### src/hw/a09_pkg.sv
package a09_pkg;

    // Data path width, tied to the 16-bit instruction word
    localparam int DATA_WIDTH = 16;

    // --------------------------------------------------
    // Opcodes
    // --------------------------------------------------
    // ALU operation is taken straight from the opcode
    typedef enum logic [3:0] {
        NOP = 4'd0,
        ADD = 4'd1,
        SUB = 4'd2,
        AND = 4'd3,
        OR  = 4'd4,
        XOR = 4'd5,
        OUT = 4'd6,   // Source 1 to output port
        LDI = 4'd8,   // Zero-extended immediate
        LD  = 4'd9,   // Address in source 2
        ST  = 4'd10,
        BNE = 4'd11,  // PC relative
        JMP = 4'd12,
        JSR = 4'd13,
        RET = 4'd14,
        HLT = 4'd15
    } opcode_e;

    // --------------------------------------------------
    // Instruction formats
    // --------------------------------------------------
    typedef struct packed {
        opcode_e    opcode;   // [15:12]
        logic       spare_hi; // [11]
        logic [1:0] spare_lo; // [10:9]
        logic [2:0] rd;       // [8:6]
        logic [2:0] rs2;      // [5:3]
        logic [2:0] rs1;      // [2:0]
    } instr_reg_t;

    typedef struct packed {
        opcode_e    opcode;
        logic       spare;
        logic [2:0] rd;       // [10:8] LDI destination
        logic [7:0] imm;
    } instr_imm_t;

    // Same word seen through either format
    typedef union packed {
        instr_reg_t fmt_reg;
        instr_imm_t fmt_imm;
    } instr_u;

    typedef struct packed {
        logic zero;
        logic carry;
        logic negative;
        logic overflow;
    } flags_t;

    // --------------------------------------------------
    // Control matrix
    // --------------------------------------------------
    typedef enum logic [1:0] {PC_INC, PC_BRA, PC_RET, PC_ABS} pc_src_e;
    typedef enum logic {ADDR_PC, ADDR_SRC2} addr_src_e;
    typedef enum logic [1:0] {DATA_IMM, DATA_MEM, DATA_ALU} data_src_e;

    typedef struct packed {
        logic      ir_ld;
        logic      pc_ld;
        pc_src_e   pc_src;
        logic      stk_ld;   // Save return PC
        addr_src_e addr_src;
        logic      mem_wr;
        logic      reg_we;
        data_src_e data_src;
        logic      alu_ld;
        logic      flg_ld;
        logic      out_ld;
    } ctrl_t;

endpackage
### src/hw/a09_memory.sv
`timescale 1ns/1ps

module a09_memory #(
    parameter int ADDR_WIDTH = 8
) (
    input  logic                           clk_i,
    input  logic [ADDR_WIDTH-1:0]          addr_i,
    input  logic                           we_i,
    input  logic [a09_pkg::DATA_WIDTH-1:0] wdata_i,
    input  logic                           prog_we_i,
    input  logic [ADDR_WIDTH-1:0]          prog_addr_i,
    input  logic [a09_pkg::DATA_WIDTH-1:0] prog_data_i,
    output logic [a09_pkg::DATA_WIDTH-1:0] rdata_o
);

    logic [a09_pkg::DATA_WIDTH-1:0] mem [2**ADDR_WIDTH];

    always_ff @(posedge clk_i) begin
        if (prog_we_i) begin
            mem[prog_addr_i] <= prog_data_i;  // Program load while idle
        end else if (we_i) begin
            mem[addr_i] <= wdata_i;
        end
        // Read register keeps its word during a CPU write
        if (!we_i) begin
            rdata_o <= mem[addr_i];
        end
    end

    // Loader only runs while the CPU is idle
    assert property (@(posedge clk_i) !(we_i && prog_we_i));

endmodule

### config.mk
export PLATFORM = sky130hd
export DESIGN_NAME = a09_memory
export DESIGN_NICKNAME = d
export VERILOG_FILES = /design/src/hw/a09_pkg.sv /design/src/hw/a09_memory.sv
export SDC_FILE = /design/constraint.sdc
export NUM_CORES = 2
export LEC_CHECK = 0
export BUFFER_PORTS_ARGS = -buffer_cell sky130_fd_sc_hd__buf_4
export CORE_ASPECT_RATIO = 1.4
export CORE_MARGIN = 1
export CORE_UTILIZATION = 63
export CTS_CLUSTER_DIAMETER = 30
export DETAILED_ROUTE_END_ITERATION = 12
export PLACE_DENSITY = 0.8
export SLEW_MARGIN = 20
export SYNTH_ARGS = -nofsm -noshare
export SYNTH_HDL_FRONTEND = slang
export SYNTH_SLANG_ARGS = --single-unit
### constraint.sdc
create_clock -name clk_i -period 8.45 [get_ports clk_i]
set_clock_uncertainty 0.15 [all_clocks]
set_input_delay 0.845 -clock clk_i [delete_from_list [all_inputs] [get_ports clk_i]]
set_output_delay 0.845 -clock clk_i [all_outputs]
set_load 0.02 [all_outputs]
==> flow_summary.json <==
{
  "setup_viol": 0,
  "slowest_delay_ns": 1.01,
  "htreeDepth": 5,
  "worstMarginPinSlew_ns": 1.43,
  "fin_setup_tns_ns": 0,
  "drtPass1Iterations": 7,
  "path_buf_inv": 3,
  "crit_required_ns": 8.98,
  "grt_overflow": 0,
  "leakage_nw": 57.6,
  "ys_seq_elements": 4112,
  "drc": 0,
  "slowest_stage": "nor4_1",
  "status": "completed",
  "timing.fmax_mhz": 193,
  "clk_pin_slew_ns": 0.06,
  "timing.final.crit_share_pct": 61.5,
  "syn_inst": 7483,
  "critPathArrivalTime_ns": 5.73,
  "rows": 218,
  "instances_no_fill": 11700,
  "synthTopCellsByArea": "edfxtp_1 (77%), mux4_2 (11%), mux2i_1 (4.3%)",
  "syn_to_final_growth_pct": 13.7,
  "fin_nets": 8000,
  "cts_setup_buffers": 0,
  "synth_top_area_share_pct": 77.4,
  "cts_max_path_buffers": 4,
  "ys_types": 54,
  "io-pin-count": 67,
  "routed_wl_mm": 442,
  "cellPowerDensity_mw_per_mm2": 257,
  "yosysTopAreaCell": "edfxtp_1",
  "peakVddDrop_mv": 0.216,
  "cts-root-buf": "clkbuf_16",
  "gp_congestion": 0.927,
  "die_y_um": 597,
  "ys.flop_type": "edfxtp_1",
  "first_iter_violations": 13500,
  "start_util_pct": 63.3,
  "hold_viol": 0,
  "cp_cell_sequence": "buf_8 > buf_4 > buf_4 > mux4_2 > mux4_2 > a22o_1 > nor4_1 > a21oi_1 > o311a_1",
  "synth_edf_count": 4112,
  "clock_sinks": 4112,
  "num_vias": 84800,
  "portBuffers": 66,
  "grt_first_pass_wirelength_mm": 627,
  "clk_latency_ns": 0.95,
  "syn_avg_cell_area_um2": 21.3,
  "antenna_left": 0,
  "path_class": "primary input to register",
  "drive_gt1_share_pct": 24.8,
  "via_per_inst": 7.26,
  "syn_area_mm2": 0.159,
  "cts_buffers": 484,
  "fin_crit_ns": 5.19,
  "grt_pass1_vias": 86000,
  "cts_tree": "done",
  "async_reset_ff_share_pct": 0,
  "grt_antenna_before_repair": 19,
  "totalPowerFinal_mw": 46.7,
  "startpoint_type": "primary input",
  "place_inst": 10800,
  "chipWidth_um": 427,
  "die_area_mm2": 0.255,
  "fin_hold_ws_ns": 0.443,
  "grt_max_degree": 209,
  "crit_family": "buffers and inverters",
  "post-synth-top-count-cell": "edfxtp_1",
  "max_slew_margin_pct": 4.97,
  "cts_resized": 0,
  "synth_warnings": 0,
  "core_mm2": 0.252,
  "r2r_slack_ns": 4.41,
  "maxCapViolCount": 0,
  "seq_area_frac_synth_pct": 77.4,
  "routedWlPerCell_um": 37.9,
  "worst-path-max-fanout": 52,
  "design_area_mm2": 0.181,
  "grt_setup_unrepaired": "false",
  "grt_use_total_pct": 35.0,
  "cts_hold_buf": 0,
  "hold_class": "primary input to register",
  "place_area_mm2": 0.165,
  "endpoint_kind": "register",
  "dp_hpwl_mm": 229,
  "synth_common_cells": "edfxtp_1 (4112), mux4_2 (768), mux2i_1 (679)",
  "syn_nets": 7534,
  "drv_slew": 0
}
## layout make-up
| class | count | area [um2] |
|---|---|---|
| Inverter | 4 | 25.0 |
| Clock buffer | 540 | 12500 |
| Clock inverter | 357 | 4070 |
| Multi-Input combinational cell | 2921 | 33400 |
| Tap cell | 3300 | 4130 |
| Timing Repair Buffer | 426 | 3690 |
| Sequential cell | 4112 | 123000 |
| Fill cell | 12800 | 70400 |
| Antenna cell | 10 | 25.0 |
## through the flow
| step | worst slack (ns) | utilization, % |
|---|---|---|
| finish | 3.26 | 72.0 |
| global route | 3.42 | 72.0 |
| CTS | 3.48 | 72.0 |
| detailed placement | 2.58 | 65.4 |
| global placement | 1.96 | 65.3 |
| floorplan | 2.25 | - |
## where the power goes
group	switching, mW	internal, mW
Clock	8.73	12.8
Combinational	1.68	0.710
Sequential	0.0487	22.7
## flip-flops by register name (all words and copies together), names as in the netlist
signal,cells
mem,4096
rdata_o,16
## logic make-up after synthesis
| logic type | Yosys count | synth area share, % |
|---|---|---|
| compound gates | 742 | 3.33 |
| buf+inv | 450 | 1.86 |
| flops | 4112 | 77.4 |
| mux | 1465 | 15.4 |
| simple gates | 714 | 2.00 |
## final timing paths
check | from | depth (start not counted) | to
hold / removal | prog_data_i[3] | 4 | mem[194][3]$_DFFE_PP_
setup reg to reg | mem[219][12]$_DFFE_PP_ | 7 | rdata_o[12]$_DFFE_PN_
hold reg to reg | mem[196][15]$_DFFE_PP_ | 5 | rdata_o[15]$_DFFE_PN_
setup / recovery | addr_i[1] | 9 | rdata_o[8]$_DFFE_PN_
## worst register-to-register path: cells and delay by family, from the launching register on
kind,cells,cell delay [ns]
simple gates,3,1.78
flops,1,0.38
compound gates,3,1.46
mux,1,0.12
## cells in the final DEF (no fill, tap or decap), types with 33 or more instances in the layout
cell type	n
a21oi_1	124
a22oi_1	33
buf_12	33
buf_4	385
bufinv_16	64
clkbuf_1	47
clkbuf_16	493
clkinv_1	52
clkinv_2	50
clkinv_4	41
clkinvlp_4	56
edfxtp_1	4112
inv_6	65
mux2i_1	679
mux4_2	768
nand2_1	115
nor2_1	281
nor3_1	147
o21ai_0	35
o221ai_1	256
o22ai_1	206
## layer usage
layer	part of all wire [%]	global-route usage [%]	vias up
li1	-	-	32600
met1	31	42.6	43000
met2	49	56.2	7455
met3	12	7.76	1683
met4	8.7	23.7	22
met5	0.029	0	-
Power figures use the tool's default switching activity.
