==> src/hw/a09_pkg.sv <==
package a09_pkg;

    // Data path width, tied to the 16-bit instruction word
    localparam int DATA_WIDTH = 16;

    // --------------------------------------------------
    // Opcodes
    // --------------------------------------------------
    // ALU operation is taken straight from the opcode
    typedef enum logic [3:0] {
        NOP = 4'd0,
        ADD = 4'd1,
        SUB = 4'd2,
        AND = 4'd3,
        OR  = 4'd4,
        XOR = 4'd5,
        OUT = 4'd6,   // Source 1 to output port
        LDI = 4'd8,   // Zero-extended immediate
        LD  = 4'd9,   // Address in source 2
        ST  = 4'd10,
        BNE = 4'd11,  // PC relative
        JMP = 4'd12,
        JSR = 4'd13,
        RET = 4'd14,
        HLT = 4'd15
    } opcode_e;

    // --------------------------------------------------
    // Instruction formats
    // --------------------------------------------------
    typedef struct packed {
        opcode_e    opcode;   // [15:12]
        logic       spare_hi; // [11]
        logic [1:0] spare_lo; // [10:9]
        logic [2:0] rd;       // [8:6]
        logic [2:0] rs2;      // [5:3]
        logic [2:0] rs1;      // [2:0]
    } instr_reg_t;

    typedef struct packed {
        opcode_e    opcode;
        logic       spare;
        logic [2:0] rd;       // [10:8] LDI destination
        logic [7:0] imm;
    } instr_imm_t;

    // Same word seen through either format
    typedef union packed {
        instr_reg_t fmt_reg;
        instr_imm_t fmt_imm;
    } instr_u;

    typedef struct packed {
        logic zero;
        logic carry;
        logic negative;
        logic overflow;
    } flags_t;

    // --------------------------------------------------
    // Control matrix
    // --------------------------------------------------
    typedef enum logic [1:0] {PC_INC, PC_BRA, PC_RET, PC_ABS} pc_src_e;
    typedef enum logic {ADDR_PC, ADDR_SRC2} addr_src_e;
    typedef enum logic [1:0] {DATA_IMM, DATA_MEM, DATA_ALU} data_src_e;

    typedef struct packed {
        logic      ir_ld;
        logic      pc_ld;
        pc_src_e   pc_src;
        logic      stk_ld;   // Save return PC
        addr_src_e addr_src;
        logic      mem_wr;
        logic      reg_we;
        data_src_e data_src;
        logic      alu_ld;
        logic      flg_ld;
        logic      out_ld;
    } ctrl_t;

endpackage
==> src/hw/a09_out_port.sv <==
`timescale 1ns/1ps

module a09_out_port #(
    parameter int OUT_CREDITS = 4
) (
    input  logic                           clk_i,
    input  logic                           arst_n_i,
    input  logic                           ld_i,
    input  logic [a09_pkg::DATA_WIDTH-1:0] data_i,
    input  logic                           credit_i,
    output logic                           has_credit_o,
    output logic                           out_valid_o,
    output logic [a09_pkg::DATA_WIDTH-1:0] out_data_o
);

    localparam int CW = $clog2(OUT_CREDITS + 1);

    logic [CW-1:0] cnt_q;  // Credits held on our side

    assign has_credit_o = (cnt_q != '0);

    always_ff @(posedge clk_i or negedge arst_n_i) begin
        if (!arst_n_i) begin
            cnt_q       <= CW'(OUT_CREDITS);
            out_valid_o <= 1'b0;
        end else begin
            cnt_q       <= cnt_q + CW'(credit_i) - CW'(ld_i);  // Spend and return
            out_valid_o <= ld_i;                              // One-cycle pulse
        end
    end

    always_ff @(posedge clk_i) begin
        if (ld_i) begin
            out_data_o <= data_i;
        end
    end

    // Consumer never over-returns
    assert property (@(posedge clk_i) disable iff (!arst_n_i) cnt_q <= CW'(OUT_CREDITS));
    // Sequencer holds OUT while empty
    assert property (@(posedge clk_i) disable iff (!arst_n_i) ld_i |-> cnt_q != '0);

endmodule

==> config.mk <==
export PLATFORM = sky130hd
export DESIGN_NAME = a09_out_port
export DESIGN_NICKNAME = d
export VERILOG_FILES = /design/src/hw/a09_pkg.sv /design/src/hw/a09_out_port.sv
export SDC_FILE = /design/constraint.sdc
export NUM_CORES = 1
export LEC_CHECK = 0
export BUFFER_PORTS_ARGS = -buffer_cell sky130_fd_sc_hd__buf_2
export CAP_MARGIN = 20
export CORE_MARGIN = 5
export CORE_UTILIZATION = 44
export DETAILED_ROUTE_END_ITERATION = 10
export GPL_ROUTABILITY_DRIVEN = 0
export PLACE_DENSITY = 0.92
export SLEW_MARGIN = 20
export SYNTH_ARGS = -nofsm -noshare
export SYNTH_HDL_FRONTEND = slang
export SYNTH_SLANG_ARGS = --single-unit
==> constraint.sdc <==
create_clock -name clk_i -period 2.1 [get_ports clk_i]
set_input_delay 0.42 -clock clk_i [delete_from_list [all_inputs] [get_ports clk_i]]
set_output_delay 0.42 -clock clk_i [all_outputs]
set_load 0.03 [all_outputs]
==> reports/results.txt <==
Status -> complete, no violations
CP peak stage delay -> 0.44 ns
Io pins -> 38
Leakage -> 0.441 nW
Top-count cell post-synth -> edfxtp_1
Initial antenna violation count -> 0
Synth-to-Final Area Change -> 41.0%
CTS Buf Count -> 3
NetSw -> 280 uW
Wirelength per Cell -> 16.1 um
Rel. slew slack -> 85.8%
Yosys reg bits -> 20
Crit-path slowest cell -> dfrtp_1
Critical path, cell by cell -> or3_1 -> buf_2
Crit Path Max Fanout -> 3
Max Slew Vio Count -> 0
TritonCTS clock tree -> yes
Post-synthesis sequential area ratio -> 86.6%
Worst-path clk slew -> 0.11 ns
Via density -> 4.59
Post-synth top area share -> 71.5%
RSZ-0062 raised after global routing -> false
Htree depth -> 1
Power, Total -> 1.09 mW
Row cnt -> 14
Largest net degree at the start of global routing -> 18
Least-Margin Pin Slew -> 0.213 ns
Clk buf depth -> 2
Die Width -> 49.1 um
Critical Path Start -> cnt_q[1]
Final min period -> 1.71 ns
Core footprint -> 1470 um^2
Tcrit/Tclk final -> 81.6%
Antenna-violating nets left -> 0
Initial Utilization -> 45.7%
Overall Global Routing Usage -> 13.1%
Die ar. -> 2410 um^2
First-pass GRT wire length -> 2310 um
Nets -> 96
Clk pwr share -> 27.8%
Most common library cells after synthesis -> edfxtp_1 (16), inv_1 (4), dfrtp_1 (3), ha_1 (2)
Fin. Hold Viols -> 0
DRT Wirelength -> 1420 um
Number of synthesis warnings -> 0
Setup Buffers After CTS -> 0
Fraction of registers with async set/reset -> 20.0%
Number of global-route vias before repair -> 459
Fin Setup TNS -> 0 ns
Crit Path Category -> reg2out
Switch share -> 25.7%
DRT iter0 DRCs -> 12
Number of remaining DRC errors -> 0
Comb power frac -> 23.8%
CTS Sinks -> 20
CP arrival -> 1.29 ns
Post-synth top area cell -> edfxtp_1
Reg power frac -> 48.4%
Mapped cell area -> 672 um^2
Clock Latency Late Sink -> 0.29 ns
Vias post-DR -> 404
Fmax -> 0.584 GHz
Hold crit path type -> in2reg
Fillers -> 121
Syn nets -> 52
HP Start -> data_i[6]
Drt pass-1 iters -> 4
Pint -> 809 uW
Syn Inst Count -> 29
Most used DFF post-synth -> edfxtp_1
RR Startpoint -> cnt_q[0]
DP Worst Slack -> 0.386 ns
Final worst slack -> 0.387 ns
Diodes inserted -> 0
Die extent in y -> 49.1 um
Clock skew -> 0.00185 ns
WP buf/inv -> 1
Worst VDD drop -> 0.698 mV
Cell family with most CP delay -> flip-flops
FF-to-FF setup slack -> 0.58 ns
Critical Path End Type -> primary output
Synth top area cells -> edfxtp_1 (72%), dfrtp_1 (11%), dfstp_2 (3.9%)
Pwr/cell area -> 1150 nW/um^2
Layout cells sized above 1 -> 59.7%
IO Port Bufs -> 37
Root buffer selected by CTS -> clkbuf_4
Setup violations, final -> 0
Hold WS -> 0.296 ns
Syn_area_per_cell -> 23.2 um^2
Total congestion overflow -> 0
Worst path required time -> 1.68 ns
Utilization after layout -> 64.4%
MaxCap Viol Count -> 0
Kind of start point of the critical path -> flop
Number of distinct library cells after synthesis -> 8
Number of synthesized flops with an enable pin -> 16
-- cells by family after synthesis --
logic type / Yosys count / share of synthesized area [%]
DFF: 20 / 86.6
and+or+nand+nor: 1 / 0.932
adders and majority gates: 3 / 6.70
xor gates and xnor gates: 1 / 3.54
buffers and inverters: 4 / 2.23
-- metal layers --
metal | share of wire [%] | track usage, % | wire (um)
met2 | 51 | 20.2 | 723
met4 | 0.28 | 6.73 | 4
met5 | 0 | 0 | 0
met3 | 12 | 4.89 | 165
met1 | 37 | 15.9 | 524
-- state kept, by name (all words and copies together) (netlist names) --
name / flops
out_data_o: 16
cnt_q: 3
out_valid_o: 1
-- what timing repair did --
action | 4_1_cts | 5_1_grt
hold buffers | 1 | 0
resized for setup | 0 | 0
setup endpoints to repair | 0 | 0
hold endpoints to repair | 3 | 0
-- per-stage QoR --
| step | area (um^2) | cells |
|---|---|---|
| 6_report | 947 | 88 |
| 5_1_grt | 947 | 88 |
| 4_1_cts | 947 | 88 |
| 3_5_place_dp | 885 | 83 |
| 3_3_place_gp | 885 | 83 |
| 2_1_floorplan | 672 | 29 |
-- worst paths after layout --
kind,endpoint,cells after the start
setup reg to reg,cnt_q[2],7
setup / recovery,has_credit_o,2
max in group asynchronous,cnt_q[2],2
hold / removal,out_data_o[6],1
min in group asynchronous,cnt_q[1],2
hold reg to reg,cnt_q[2],1
-- cell usage in the layout (no fill, tap or decap) --
cell type / n
clkbuf_4: 3
ha_1: 2
dlygate4sd3_1: 1
dfstp_2: 1
or3_1: 1
bufinv_16: 1
xor3_1: 1
buf_2: 37
edfxtp_1: 16
inv_1: 4
buf_4: 1
fa_1: 1
dfrtp_1: 3
-- area by class of cell --
class	instances	area, um^2	share of cell area [%]
Clock buffer	3	22.5	2.38
Sequential cell	20	582	61.4
Timing Repair Buffer	39	203	21.4
Inverter	4	15.0	1.59
Multi-Input combinational cell	5	75.1	7.93
Clock inverter	1	30.0	3.17
Tap cell	16	20.0	2.11
-- power by group through the flow --
stage	clock (mW)	sequential [mW]	combinational, mW
floorplan	0	0.585	0.124
global placement	0	0.532	0.243
detailed placement	0	0.537	0.262
CTS	0.312	0.528	0.265
global route	0.333	0.537	0.284
finish	0.303	0.527	0.259
Note: power is estimated with default switching activity, not from simulation.
