[src/hw/a09_pkg.sv]
package a09_pkg;

    // Data path width, tied to the 16-bit instruction word
    localparam int DATA_WIDTH = 16;

    // --------------------------------------------------
    // Opcodes
    // --------------------------------------------------
    // ALU operation is taken straight from the opcode
    typedef enum logic [3:0] {
        NOP = 4'd0,
        ADD = 4'd1,
        SUB = 4'd2,
        AND = 4'd3,
        OR  = 4'd4,
        XOR = 4'd5,
        OUT = 4'd6,   // Source 1 to output port
        LDI = 4'd8,   // Zero-extended immediate
        LD  = 4'd9,   // Address in source 2
        ST  = 4'd10,
        BNE = 4'd11,  // PC relative
        JMP = 4'd12,
        JSR = 4'd13,
        RET = 4'd14,
        HLT = 4'd15
    } opcode_e;

    // --------------------------------------------------
    // Instruction formats
    // --------------------------------------------------
    typedef struct packed {
        opcode_e    opcode;   // [15:12]
        logic       spare_hi; // [11]
        logic [1:0] spare_lo; // [10:9]
        logic [2:0] rd;       // [8:6]
        logic [2:0] rs2;      // [5:3]
        logic [2:0] rs1;      // [2:0]
    } instr_reg_t;

    typedef struct packed {
        opcode_e    opcode;
        logic       spare;
        logic [2:0] rd;       // [10:8] LDI destination
        logic [7:0] imm;
    } instr_imm_t;

    // Same word seen through either format
    typedef union packed {
        instr_reg_t fmt_reg;
        instr_imm_t fmt_imm;
    } instr_u;

    typedef struct packed {
        logic zero;
        logic carry;
        logic negative;
        logic overflow;
    } flags_t;

    // --------------------------------------------------
    // Control matrix
    // --------------------------------------------------
    typedef enum logic [1:0] {PC_INC, PC_BRA, PC_RET, PC_ABS} pc_src_e;
    typedef enum logic {ADDR_PC, ADDR_SRC2} addr_src_e;
    typedef enum logic [1:0] {DATA_IMM, DATA_MEM, DATA_ALU} data_src_e;

    typedef struct packed {
        logic      ir_ld;
        logic      pc_ld;
        pc_src_e   pc_src;
        logic      stk_ld;   // Save return PC
        addr_src_e addr_src;
        logic      mem_wr;
        logic      reg_we;
        data_src_e data_src;
        logic      alu_ld;
        logic      flg_ld;
        logic      out_ld;
    } ctrl_t;

endpackage
[src/hw/a09_alu.sv]
`timescale 1ns/1ps

module a09_alu (
    input  logic [a09_pkg::DATA_WIDTH-1:0] a_i,
    input  logic [a09_pkg::DATA_WIDTH-1:0] b_i,
    input  a09_pkg::opcode_e               op_i,
    output logic [a09_pkg::DATA_WIDTH-1:0] y_o,
    output a09_pkg::flags_t                flags_o
);

    localparam int MSB = a09_pkg::DATA_WIDTH - 1;

    logic [a09_pkg::DATA_WIDTH:0] sum;  // Extra bit is carry out

    always_comb begin
        sum              = '0;
        flags_o.carry    = 1'b0;
        flags_o.overflow = 1'b0;
        case (op_i)
            a09_pkg::ADD: begin
                sum              = {1'b0, a_i} + {1'b0, b_i};
                flags_o.carry    = sum[a09_pkg::DATA_WIDTH];
                flags_o.overflow = (a_i[MSB] == b_i[MSB]) && (sum[MSB] != a_i[MSB]);
            end
            a09_pkg::SUB: begin
                sum              = {1'b0, a_i} - {1'b0, b_i};
                flags_o.carry    = sum[a09_pkg::DATA_WIDTH];  // Borrow
                flags_o.overflow = (a_i[MSB] != b_i[MSB]) && (sum[MSB] != a_i[MSB]);
            end
            a09_pkg::AND: sum[MSB:0] = a_i & b_i;
            a09_pkg::OR:  sum[MSB:0] = a_i | b_i;
            a09_pkg::XOR: sum[MSB:0] = a_i ^ b_i;
            default:      sum = '0;
        endcase
        y_o              = sum[MSB:0];
        flags_o.zero     = (y_o == '0);
        flags_o.negative = y_o[MSB];
    end

endmodule

[config.mk]
export PLATFORM = sky130hd
export DESIGN_NAME = a09_alu
export DESIGN_NICKNAME = d
export VERILOG_FILES = /design/src/hw/a09_pkg.sv /design/src/hw/a09_alu.sv
export SDC_FILE = /design/constraint.sdc
export NUM_CORES = 1
export LEC_CHECK = 0
export BUFFER_PORTS_ARGS = -buffer_cell sky130_fd_sc_hd__buf_4
export CORE_AREA = 2 2 78 80
export DETAILED_ROUTE_END_ITERATION = 6
export DIE_AREA = 0 0 80 82
export PLACE_DENSITY_LB_ADDON = 0.25
export SYNTH_ARGS = -nofsm -noshare
export SYNTH_HDL_FRONTEND = slang
export SYNTH_SLANG_ARGS = --single-unit
[constraint.sdc]
create_clock -name vclk -period 5.72
set_input_delay 1.716 -clock vclk [all_inputs]
set_output_delay 1.716 -clock vclk [all_outputs]
set_load 0.05 [all_outputs]
==> results of run 1 <==
-- layer usage --
layer,up-vias,wire (µm),share of wire (%)
met5,-,0,0
met4,0,644,5.2
met3,84,983,8.0
met2,309,6000,49
met1,1935,4690,38
li1,1887,-,-
-- cells in the final DEF (no fill, tap or decap), types with 6 or more instances in the layout --
cell type / n
o2111ai_1: 6
nand3_1: 14
nor2b_1: 7
a21oi_1: 28
ha_4: 6
o211ai_1: 11
buf_4: 180
a21o_1: 8
ha_1: 44
nand2_1: 19
inv_1: 42
buf_6: 14
nor2_1: 33
nor3_1: 11
buf_8: 7
o21ai_0: 18
-- final cells by class --
class / instances / share of cell area, %
multi-input cells: 332 / 59.2
repair buffers: 204 / 34.3
inverters: 50 / 4.51
well taps: 75 / 1.92
-- path summary, 6_finish.rpt --
path	end	slack (ns)	cells past startpoint
worst min-delay path	y_o[0]	4.00	4
worst max-delay path	flags_o[3]	-0.64	15
-- power by group through the flow --
stage | sequential (W) | clock [W] | combinational (W)
4_1_cts | 0 | 0 | 0.000529
5_1_grt | 0 | 0 | 0.000596
2_1_floorplan | 0 | 0 | 0.000277
3_3_place_gp | 0 | 0 | 0.000472
6_report | 0 | 0 | 0.000567
3_5_place_dp | 0 | 0 | 0.000483
-- stage by stage --
| step | hold WS, ns | power (W) |
|---|---|---|
| floorplan | 3.76 | 0.000277 |
| global placement | 3.93 | 0.000472 |
| detailed placement | 3.94 | 0.000483 |
| CTS | 3.94 | 0.000529 |
| global route | 3.99 | 0.000596 |
| finish | 4.00 | 0.000567 |
-- logic make-up after synthesis --
| kind of cell | synth area share (%) |
|---|---|
| xor gates and xnor gates | 0.302 |
| AOI/OAI and AO/OA | 37.3 |
| and+or+nand+nor | 25.2 |
| buffers and inverters | 13.9 |
| adders and majority gates | 22.9 |
| muxes | 0.345 |
-- tightest hold or removal path, stage by stage --
cell	delay (ns)
buf_4	0.15
buf_4	0.15
a21oi_1	0.08
buf_4	0.20
-- timing repair --
action / 4_1_cts / 5_1_grt
endpoints found under the setup margin: 12 / 11
setup buffers: 8 / 2
endpoints found under the hold margin: 0 / 0
resized for setup: 67 / 24
pin swaps: 30 / 16
==> run metrics, run 1 <==
initial DRC count=507; FP Rows=28; slowest CP cell=or4b_4; Buffers on Ports=56; worst setup path class=input port to output pin; Net Count, Synth=498; Placed Area=4420 µm²; post-route non-filler standard cell count=661; final wirelength=12,300 µm; leakage=2.34 nW; Detail Placement HPWL=8670 µm; gr busiest metal=met2; Sw Ratio=53.7%; initial antenna violation count=0; Distinct cells, synth=81; maximum vdd drop=0.127 mV; Vias=4,215; fin crit share=111%; met1 GRT Util=42.2%; Max Cap Viol=0; top-area cell type share of the netlist area=21.6%; Switch Pwr=0.000304 W; largest net degree at the start of global routing=17; hold path startpoint=op_i[3]; Net count, final=676; First-pass DRT Iterations=5; Setup Viol. Count Final=10; Cell Pwr Density=116 nW/µm²; Slew Limit Fails=0; fin area=4880 µm²; IO Pins=56; Pint=0.000262 W; GR Overflow Total=0; combinational share of power=100.0%; crit end category=output pin; post-route setup slack=-0.640 ns; Via density=6.38; chip width=80 µm; crit-path max FO=2; crit-path cells=buf_8 > inv_4 > ha_4 > fa_2 > o21bai_4 > a2111o_1 > a41oi_2 > buf_4 > buf_4 > o31ai_1 > o22a_1 > o22ai_2 > or4b_4 > nor3_4 > buf_6; maximum clock rate=157 MHz; area of the multi-input gates=2890 µm²; Hold Buf Count CTS=0; placed cell count=652; Synth area leader=ha_1; post-synthesis sequential area ratio=0%; M2 GR Usage=62.6%; Post-Route Utilization=84.9%; Placement Setup Slack=-0.768 ns; Total GRT Usage=35.5%; Clock power frac=0%; die area=6560 µm²; RSZ-0062 raised after global routing=true; FF+latch count=0; drt wl/cell=18.6 µm; failing checks=negative setup slack; Synth warnings=0; worst stage delay on the critical path=0.57 ns; crit-path most repeated cell=buf_4; Hold/Removal Path Class=input port to output pin; fin crit period=6.36 ns; worst rel slew slack=57.2%; Core Area=5750 µm²; ANT cells=0; count of final hold-check violations=0; antenna-violating nets left=0; Initial Util=50.5%; first-pass GRT wire length=18,800 µm; Layout area overhead=68.1%; Worst path top cell family by delay=compound AO/OA/AOI/OAI gates; Die Y=82 µm; CP Data Arrival Time=4.64 ns; setup total negative slack=-3.41 ns; worst path required time=4.00 ns; synthesized area=2900 µm²; FF/Latch Area=0 µm²; most frequent cells after synthesis=ha_1 (50), inv_1 (49), nor2_1 (34); GPL Wtd Cong=0.946; drt drc=0; syn avg cell area=7.08 µm²; part of the power in registers=0%; Buffers & Inverters on Critical Path=5; clock buffers=0; post-synthesis cell count=410; CP Launch Type=input port; worst setup path startpoint=a_i[0]; Filler Cell Count=325; top-count cell post-synth=ha_1; number of global-route vias before repair=4,029; Worst Max-Slew Pin Slew=0.640 ns; outcome=finished, violations left; global routing usage on met3=3.85%; layout cells sized above 1=48.0%; synth top area cells=ha_1 (22%), inv_1 (6.3%), a21oi_1 (5.0%)
No activity file was read; power rests on OpenSTA's default activity.
==> inputs of run 2 (changes only) <==
==> constraint.sdc (replaced) <==
create_clock -name vclk -period 5.72
set_input_delay 0.286 -clock vclk [all_inputs]
set_output_delay 0.286 -clock vclk [all_outputs]
set_load 0.05 [all_outputs]
==> run 2 against run 1 <==
Compared with the run above:
- the run now ends clean
- cell area shrank 34%
- via count is 22% lower
- core utilization fell by 29 points
- die area unchanged
- critical endpoint unchanged
- largest cell class unchanged
==> run metrics, run 2 (synthesized netlist as in run 1, its figures left out) <==
outcome=finished clean; drt wl/cell=16.1 µm; number of global-route vias before repair=2,932; post-route setup slack=2.04 ns; Max Cap Viol=0; hold path depth=3; First-pass DRT Iterations=5; Post-CTS Setup Bufs=0; RSZ-0062 raised after global routing=false; chip width=80 µm; Cell Pwr Density=111 nW/µm²; crit-path max FO=4; Hold/Removal Path Class=input port to output pin; drt drc=0; PostCTS Resize Cnt=0; initial DRC count=307; CP Launch Type=input port; IO Pins=56; worst stage delay on the critical path=0.54 ns; fin crit period=3.68 ns; first-pass GRT wire length=13,700 µm; Hold Buf Count CTS=0; Pwr Total=0.000357 W; Die Y=82 µm; antenna-violating nets left=0; GPL Wtd Cong=0.988; CP Data Arrival Time=3.39 ns; FF/Latch Area=0 µm²; CP endpoint=flags_o[3]; ANT cells=0; layout cells sized above 1=18.8%; Placement Setup Slack=2.08 ns; Detail Placement HPWL=6490 µm; Layout area overhead=11.3%; Slew Limit Fails=0; Buffers on Ports=56; die area=6560 µm²; Vias=3,279; Core Area=5750 µm²; final wirelength=8330 µm; crit-path most repeated cell=buf_4; maximum vdd drop=0.0739 mV; largest net degree at the start of global routing=21; worst setup path class=input port to output pin; worst path required time=5.43 ns; Placed Area=3230 µm²; fin area=3230 µm²; setup total negative slack=0 ns; Via density=6.35; Filler Cell Count=563; crit-path cells=buf_4 > ha_1 > fa_1 > a211o_2 > a211oi_2 > o21ai_0 > a221oi_1 > o221ai_1 > nand3b_1 > or4b_1 > nor3_2 > buf_4; fin crit share=64.3%; count of final hold-check violations=0; Net count, final=531; crit end category=output pin; initial antenna violation count=0; leakage=1.52 nW; clock buffers=0; maximum clock rate=272 MHz; most common cell after layout, fill and taps aside=buf_4; GR Overflow Total=0; Setup Viol. Count Final=0; Initial Util=50.5%; worst rel slew slack=45.7%; slowest CP cell=or4b_1; FP Rows=28; FF+latch count=0; worst setup path startpoint=a_i[0]; Total GRT Usage=25.0%; most frequent cells in the layout=buf_4 (59), ha_1 (50), inv_1 (49), nor2_1 (34), a21oi_1 (29); Worst Max-Slew Pin Slew=0.813 ns
## run 2: cell types whose count changed in the layout (fill, tap and decap cells not counted), sizes merged
cell and delta:
buf -145
## run 2: cell type report
cell class	instances	area (µm²)	area share [%]
multi-input combinational	332	2510	77.6
timing repair buffer	59	443	13.7
inverter	50	188	5.81
tap	75	93.8	2.90
## run 2: stage by stage
step,util (%),hold slack (ns),cells
2_1_floorplan,-,0.899,410
3_3_place_gp,56.2,1.05,516
3_5_place_dp,56.2,1.04,516
4_1_cts,56.2,1.04,516
5_1_grt,56.2,1.08,516
6_report,56.2,1.05,516
## run 2: worst max-delay path, delay by kind of cell
family / cells / cell delay (ns)
adders and majority gates: 2 / 0.69
buffers and inverters: 2 / 0.32
AOI/OAI and AO/OA: 5 / 1.23
and+or+nand+nor: 3 / 0.87
## run 2: report_power, final
group          switching [W]  internal [W]
combinational       0.000229      0.000129
clock                      0             0
sequential                 0             0
total               0.000229      0.000129
## run 2: worst min-delay path by stage
| stage | endpoint | from | slack [ns] |
|---|---|---|---|
| after floorplan | y_o[2] | op_i[3] | 0.90 |
| after global placement | y_o[0] | op_i[3] | 1.05 |
| after detailed placement | y_o[2] | op_i[3] | 1.04 |
| after CTS | y_o[2] | op_i[3] | 1.04 |
| after global routing | y_o[2] | op_i[3] | 1.08 |
| final | y_o[0] | op_i[3] | 1.05 |
## run 2: routing by layer
layer / GRT usage (%) / wire length [µm] / up-vias
li1: - / - / 1596
met1: 35.7 / 3740 / 1498
met2: 41.2 / 3750 / 174
met3: 1.21 / 741 / 11
met4: 6.10 / 94 / 0
met5: 0 / 0 / -
