--- config.mk ---
export PLATFORM = sky130hd
export DESIGN_NAME = a09_regfile
export DESIGN_NICKNAME = d
export VERILOG_FILES = /design/src/hw/a09_pkg.sv /design/src/hw/a09_regfile.sv
export SDC_FILE = /design/constraint.sdc
export NUM_CORES = 1
export LEC_CHECK = 0
export BUFFER_PORTS_ARGS = -buffer_cell sky130_fd_sc_hd__buf_2
export CELL_PAD_IN_SITES_DETAIL_PLACEMENT = 1
export CELL_PAD_IN_SITES_GLOBAL_PLACEMENT = 1
export CORE_MARGIN = 3
export CORE_UTILIZATION = 52
export CTS_CLUSTER_SIZE = 28
export DETAILED_ROUTE_END_ITERATION = 16
export PLACE_DENSITY_LB_ADDON = 0.1
export SYNTH_ARGS = -nofsm -noshare
export SYNTH_HDL_FRONTEND = slang
export SYNTH_SLANG_ARGS = --single-unit
--- constraint.sdc ---
create_clock -name clk_i -period 2.8 [get_ports clk_i]
set_input_delay 0.42 -clock clk_i [delete_from_list [all_inputs] [get_ports clk_i]]
set_output_delay 0.42 -clock clk_i [all_outputs]
set_load 0.1 [all_outputs]
--- src/hw/a09_pkg.sv ---
package a09_pkg;

    // Data path width, tied to the 16-bit instruction word
    localparam int DATA_WIDTH = 16;

    // --------------------------------------------------
    // Opcodes
    // --------------------------------------------------
    // ALU operation is taken straight from the opcode
    typedef enum logic [3:0] {
        NOP = 4'd0,
        ADD = 4'd1,
        SUB = 4'd2,
        AND = 4'd3,
        OR  = 4'd4,
        XOR = 4'd5,
        OUT = 4'd6,   // Source 1 to output port
        LDI = 4'd8,   // Zero-extended immediate
        LD  = 4'd9,   // Address in source 2
        ST  = 4'd10,
        BNE = 4'd11,  // PC relative
        JMP = 4'd12,
        JSR = 4'd13,
        RET = 4'd14,
        HLT = 4'd15
    } opcode_e;

    // --------------------------------------------------
    // Instruction formats
    // --------------------------------------------------
    typedef struct packed {
        opcode_e    opcode;   // [15:12]
        logic       spare_hi; // [11]
        logic [1:0] spare_lo; // [10:9]
        logic [2:0] rd;       // [8:6]
        logic [2:0] rs2;      // [5:3]
        logic [2:0] rs1;      // [2:0]
    } instr_reg_t;

    typedef struct packed {
        opcode_e    opcode;
        logic       spare;
        logic [2:0] rd;       // [10:8] LDI destination
        logic [7:0] imm;
    } instr_imm_t;

    // Same word seen through either format
    typedef union packed {
        instr_reg_t fmt_reg;
        instr_imm_t fmt_imm;
    } instr_u;

    typedef struct packed {
        logic zero;
        logic carry;
        logic negative;
        logic overflow;
    } flags_t;

    // --------------------------------------------------
    // Control matrix
    // --------------------------------------------------
    typedef enum logic [1:0] {PC_INC, PC_BRA, PC_RET, PC_ABS} pc_src_e;
    typedef enum logic {ADDR_PC, ADDR_SRC2} addr_src_e;
    typedef enum logic [1:0] {DATA_IMM, DATA_MEM, DATA_ALU} data_src_e;

    typedef struct packed {
        logic      ir_ld;
        logic      pc_ld;
        pc_src_e   pc_src;
        logic      stk_ld;   // Save return PC
        addr_src_e addr_src;
        logic      mem_wr;
        logic      reg_we;
        data_src_e data_src;
        logic      alu_ld;
        logic      flg_ld;
        logic      out_ld;
    } ctrl_t;

endpackage
--- src/hw/a09_regfile.sv ---
`timescale 1ns/1ps

module a09_regfile (
    input  logic                           clk_i,
    input  logic                           we_i,
    input  logic [2:0]                     rd_i,
    input  logic [2:0]                     rs1_i,
    input  logic [2:0]                     rs2_i,
    input  logic [a09_pkg::DATA_WIDTH-1:0] wdata_i,
    output logic [a09_pkg::DATA_WIDTH-1:0] src1_o,
    output logic [a09_pkg::DATA_WIDTH-1:0] src2_o
);

    logic [a09_pkg::DATA_WIDTH-1:0] regs [8];  // Set up by LDI

    // Two asynchronous read ports
    assign src1_o = regs[rs1_i];
    assign src2_o = regs[rs2_i];

    always_ff @(posedge clk_i) begin
        if (we_i) begin
            regs[rd_i] <= wdata_i;
        end
    end

endmodule

==> summary.txt, run 1 <==
Worst hold path
  – Hold_sp: wdata_i[5]
  – Min-Delay Endpoint: regs[1][5]
  – Hold Path Class: input port to flip-flop
  – Hold path cells: 1

Setup path
  – Startpoint types: input port
  – Slowest CP cell: mux4_1
  – Beginning of the critical path: rs1_i[0]
  – CP dominant cell by count: buf_2
  – Crit path DAT: 2.03 ns
  – Crit path largest cell delay: 0.61 ns
  – Worst Path Class, Setup: input port to output pin
  – Required time worst endpoint: 2.38 ns
  – Critical Path Fanout Max: 32
  – Critical Path End Type: output pin
  – Critical-path cell list: buf_2, buf_12, mux4_1, mux2_2, buf_2

Clock network
  – Reg clk slew, reported paths: 0.05 ns
  – Maximum clock insertion buffer count: 2
  – TritonCTS Buffers: 17
  – CTS Hold Bufs: 0
  – Setup Fix Bufs, Post-CTS: 0
  – CTS Root Cell: clkbuf_16
  – H-Tree Depth: 4
  – Cts repair resizes: 0
  – Sink Count: 128
  – CTS tree: yes

Power
  – Cell Int Power: 0.00387 W
  – NetSw: 0.00129 W
  – Tot Pwr: 0.00516 W
  – P per Cell Area: 723 nW/um^2
  – Static Leakage: 2.55 nW
  – Clk pwr share: 42.7%
  – Switching portion of total power: 25.1%
  – VDD IR-drop max: 0.509 mV
  – Comb pwr share: 14.5%
  – Sequential fraction of design power: 42.8%

Routing
  – DRC Markers: 0
  – Post-route antenna net violation count: 0
  – DR vias: 3048
  – Initial DRC Count: 182
  – Drt total wl: 13300 um
  – TritonRoute pass-1 iters: 4
  – Vias per inst: 6.34
  – Routed len/inst: 27.6 um

Yosys
  – Post-synth cell types: 12
  – Yosys top cell area share: 63.6%
  – Synthesized Nets: 282
  – Avg Cell Area, Syn: 23.7 sq um
  – Yosys top cell by area: edfxtp_1
  – Seq cells post-synth: 128
  – Cells after Synth: 255
  – Synthesized area: 6040 sq um
  – Synth warn: 0
  – Register area share after synthesis: 63.6%
  – Synth area leaders: edfxtp_1, mux4_1, mux2_2

STA
  – Final hold vios: 0
  – Minimum clock period: 2.45 ns
  – Endpoints failing setup: 0
  – Fmax achieved: 0.408 GHz
  – Period Utilization, post-route: 87.4%
  – Final slew viol count: 0
  – RSZ-0062 raised after global routing: false
  – Rel. slew slack: 64.5%
  – Worst Tran Pin Value: 0.533 ns
  – Setup tns final: 0 ns

GRT
  – First-pass GRT wire length: 20100 um
  – Vias in the first global route: 3274
  – Global Route Usage Sum: 22.0%
  – Grt total ovfl: 0
  – Largest net degree at the start of global routing: 33
  – Initial antenna violation count: 0

Placement
  – Hpwl dp: 7700 um
  – Post-DP Area: 6550 sq um
  – Placer Congestion: 0.683
  – PortBufs: 58

Floorplanning
  – Placement Rows: 38
  – DIE HEIGHT: 114 um
  – Die W: 114 um
  – # IOs: 59
  – Core box area: 11100 sq um
  – Starting Density: 54.6%
  – Die area: 13000 sq um

Layout
  – Finished Core Util: 64.4%
  – Top flop regs: regs x128
  – Largest Register: regs
  – Fin nets: 355
  – Area Growth Syn to Fin: 18.0%
  – Fillers: 926
  – Max reg flops: 128
  – Layout cells sized above 1: 39.9%
  – Final instance area: 7130 sq um
  – Ant diodes: 0

Job
  – Max-cap violations: 0

Status
  – Status: finished clean
## per-stage QoR
stage | hold slack [ns] | setup WS (ns) | cells
3_3_place_gp | 0.680 | 0.412 | 449
2_1_floorplan | 0.519 | 0.657 | 255
6_report | 0.279 | 0.352 | 481
5_1_grt | 0.288 | 0.319 | 481
3_5_place_dp | 0.692 | 0.385 | 449
4_1_cts | 0.264 | 0.352 | 481
## cell usage after synthesis
library cell  instances
edfxtp_1            128
mux4_1               56
mux2_2               32
buf_6                 8
mux4_2                8
buf_1                 6
nor2_1                6
nand2b_1              3
clkbuf_1              2
clkbuf_2              2
nand2_1               2
nor3_1                2
## logic make-up (layout without fill, tap and decap cells)
kind of cell  after synthesis  after routing  share of synthesized area [%]
flops                     128            128                           63.6
mux                        96             96                           33.3
buf+inv                    18            104                           2.15
simple gates               13             13                          0.973
## how the worst max path moves through the flow
stage                      end  cells after the start
floorplan           regs[0][0]                      2
global placement    src2_o[13]                      5
detailed placement   src1_o[0]                      5
CTS                  src2_o[9]                      3
global route         src1_o[0]                      5
finish               src1_o[3]                      5
## routing by layer
layer / GRT usage (%) / vias up / part of all wire (%)
met2: 38.6 / 98 / 54
met4: 6.33 / 0 / 0.84
met1: 28.1 / 1619 / 40
met5: 0 / - / 0
met3: 4.35 / 9 / 5.4
li1: - / 1322 / -
## cell type report
class	count	area, sq um	area share [%]
clock buffers	24	452	6.33
clock inverters	8	136	1.91
multi-input cells	109	2080	29.2
flip-flops and latches	128	3840	53.9
well taps	140	175	2.46
repair buffers	72	445	6.24
## cell usage in the layout, fill, tap and decap left out
cell type,n
buf_2,58
mux4_1,56
mux2_2,32
clkinv_2,1
nor3_2,2
mux4_2,8
buf_4,10
nand2b_1,3
clkinv_1,3
buf_12,4
clkbuf_16,17
nand2_1,2
edfxtp_1,128
bufinv_16,4
clkbuf_1,7
nor2_1,6
## critical path, delay by kind of cell
| family | cells | cell delay (ns) |
|---|---|---|
| buffers and inverters | 3 | 0.67 |
| multiplexers | 2 | 0.90 |
## power groups by stage
stage / clock network (W) / registers [W] / logic, W
after detailed placement: 0 / 0.00224 / 0.000755
after floorplan: 0 / 0.00223 / 0.000608
after global placement: 0 / 0.00223 / 0.000745
after global routing: 0.00234 / 0.00221 / 0.000780
final: 0.00220 / 0.00221 / 0.000750
after CTS: 0.00223 / 0.00221 / 0.000757
(Power assumes the default switching activity.)
==> run 2, diff against run 1 <==
--- a/config.mk
+++ b/config.mk
@@ -10,6 +10,7 @@
 export CELL_PAD_IN_SITES_GLOBAL_PLACEMENT = 1
 export CORE_MARGIN = 3
 export CORE_UTILIZATION = 52
+export CTS_BUF_LIST = sky130_fd_sc_hd__clkbuf_16
 export CTS_CLUSTER_SIZE = 28
 export DETAILED_ROUTE_END_ITERATION = 16
 export PLACE_DENSITY_LB_ADDON = 0.1
==> run 2 against run 1 <==
Net effect: via count stayed put; total power is 0.45% lower; core utilization stayed put; critical endpoint unchanged; largest cell class unchanged.
==> summary.txt, run 2 (synthesis results as in run 1) <==
Placement
  – Hpwl dp: 7700 um (unchanged)
  – Cells after DPL: 449 (unchanged)
  – PortBufs: 58 (unchanged)
  – Placer Congestion: 0.683 (unchanged)

GRT
  – Grt total ovfl: 0 (unchanged)
  – Global Route Usage Sum: 22.0% (unchanged)
  – Largest net degree at the start of global routing: 33 (unchanged)
  – First-pass GRT wire length: 20100 um (unchanged)
  – Initial antenna violation count: 0 (unchanged)
  – Vias in the first global route: 3272 (-0.061%)

Layout
  – Top flop regs: regs x128
  – Largest Register: regs
  – Fin cells: 481 (unchanged)
  – Ant diodes: 0 (unchanged)
  – Fillers: 926 (unchanged)
  – Max reg flops: 128 (unchanged)
  – Most common cell after layout, fill and taps aside: edfxtp_1
  – Area Growth Syn to Fin: 18.0% (unchanged)
  – Fin nets: 355 (unchanged)
  – Finished Core Util: 64.4% (unchanged)
  – Highest-count cells in the layout ignoring fill and taps: edfxtp_1, buf_2, mux4_1
  – Layout cells sized above 1: 39.9% (unchanged)

STA
  – Final slew viol count: 0 (unchanged)
  – Period Utilization, post-route: 87.3% (-0.11 points)
  – Endpoints failing setup: 0 (unchanged)
  – Rel. slew slack: 64.3% (-0.18 points)
  – Final hold vios: 0 (unchanged)
  – Minimum clock period: 2.45 ns (-0.00295 ns)
  – Fmax achieved: 0.409 GHz (+0.12%)
  – Setup tns final: 0 ns (unchanged)
  – RSZ-0062 raised after global routing: false
  – Worst Tran Pin Value: 0.535 ns (+0.00268 ns)

Setup path
  – CP dominant cell by count: buf_2
  – Startpoint types: input port
  – Crit path largest cell delay: 0.61 ns (about the same)
  – Critical Path End Type: output pin
  – Crit path DAT: 2.03 ns (about the same)
  – Worst Path Class, Setup: input port to output pin
  – Required time worst endpoint: 2.38 ns (about the same)
  – Critical Path Fanout Max: 32 (unchanged)
  – Critical-path cell list: buf_2, buf_12, mux4_1, mux2_2, buf_2
  – Slowest CP cell: mux4_1

Floorplanning
  – # IOs: 59 (unchanged)
  – Die area: 13000 sq um (unchanged)
  – DIE HEIGHT: 114 um (unchanged)
  – Die W: 114 um (unchanged)
  – Starting Density: 54.6% (unchanged)
  – Core box area: 11100 sq um (unchanged)
  – Placement Rows: 38 (unchanged)

Clock network
  – Cts repair resizes: 0 (unchanged)
  – CTS Root Cell: clkbuf_16
  – Reg clk slew, reported paths: 0.05 ns (about the same)
  – TritonCTS Buffers: 17 (unchanged)
  – CTS Hold Bufs: 0 (unchanged)
  – Setup Fix Bufs, Post-CTS: 0 (unchanged)
  – Maximum clock insertion buffer count: 2 (unchanged)
  – CTS tree: yes
  – Sink Count: 128 (unchanged)
  – H-Tree Depth: 4 (unchanged)

Routing
  – Vias per inst: 6.34 (unchanged)
  – DR vias: 3048 (unchanged)
  – Drt total wl: 13300 um (about the same)
  – Routed len/inst: 27.6 um (about the same)
  – Initial DRC Count: 182 (unchanged)
  – Post-route antenna net violation count: 0 (unchanged)
  – TritonRoute pass-1 iters: 4 (unchanged)
  – DRC Markers: 0 (unchanged)

Job
  – Max-cap violations: 0 (unchanged)

Power
  – VDD IR-drop max: 0.509 mV (about the same)
  – P per Cell Area: 720 nW/um^2 (-0.45%)
  – Static Leakage: 2.58 nW (+1.1%)
  – Tot Pwr: 0.00514 W (-0.45%)

Status
  – Status: finished clean

Worst hold path
  – Hold Path Class: input port to flip-flop
## run 2: per-layer routing
| layer | routed length (um) | vias to the layer above | part of all wire, % | track usage [%] |
|---|---|---|---|---|
| met4 | 98 | 0 | 0.74 | 6.33 |
| met3 | 735 | 8 | 5.5 | 4.35 |
| li1 | - | 1323 | - | - |
| met5 | 0 | - | 0 | 0 |
| met2 | 7110 | 101 | 54 | 38.6 |
| met1 | 5320 | 1616 | 40 | 28.1 |
## run 2: report_power, final
| part | internal [W] | switching [W] |
|---|---|---|
| Clock | 0.00145 | 0.000728 |
| Sequential | 0.00218 | 0.0000273 |
| Combinational | 0.000210 | 0.000540 |
## run 2: cell type report
cell class	count	area [sq um]	share of cell area [%]
well taps	140	175	2.46
multi-input cells	109	2080	29.2
repair buffers	72	445	6.24
clock inverters	15	163	2.28
flip-flops and latches	128	3840	53.9
clock buffers	17	425	5.96
## run 2: critical path: cells and delay by family
family	cells	cell delay [ns]
buffers and inverters	3	0.67
multiplexers	2	0.90
## run 2: final timing paths
path,start,to,depth (start not counted)
worst max-delay path,rs1_i[0],src1_o[3],5
worst min-delay path,wdata_i[5],regs[1][5],1
## run 2: metrics by stage
stage,hold slack [ns],worst slack (ns),area (sq um)
floorplan,0.519,0.657,6040
global placement,0.680,0.412,6550
detailed placement,0.692,0.385,6550
CTS,0.264,0.352,7130
global route,0.288,0.319,7130
finish,0.276,0.354,7130
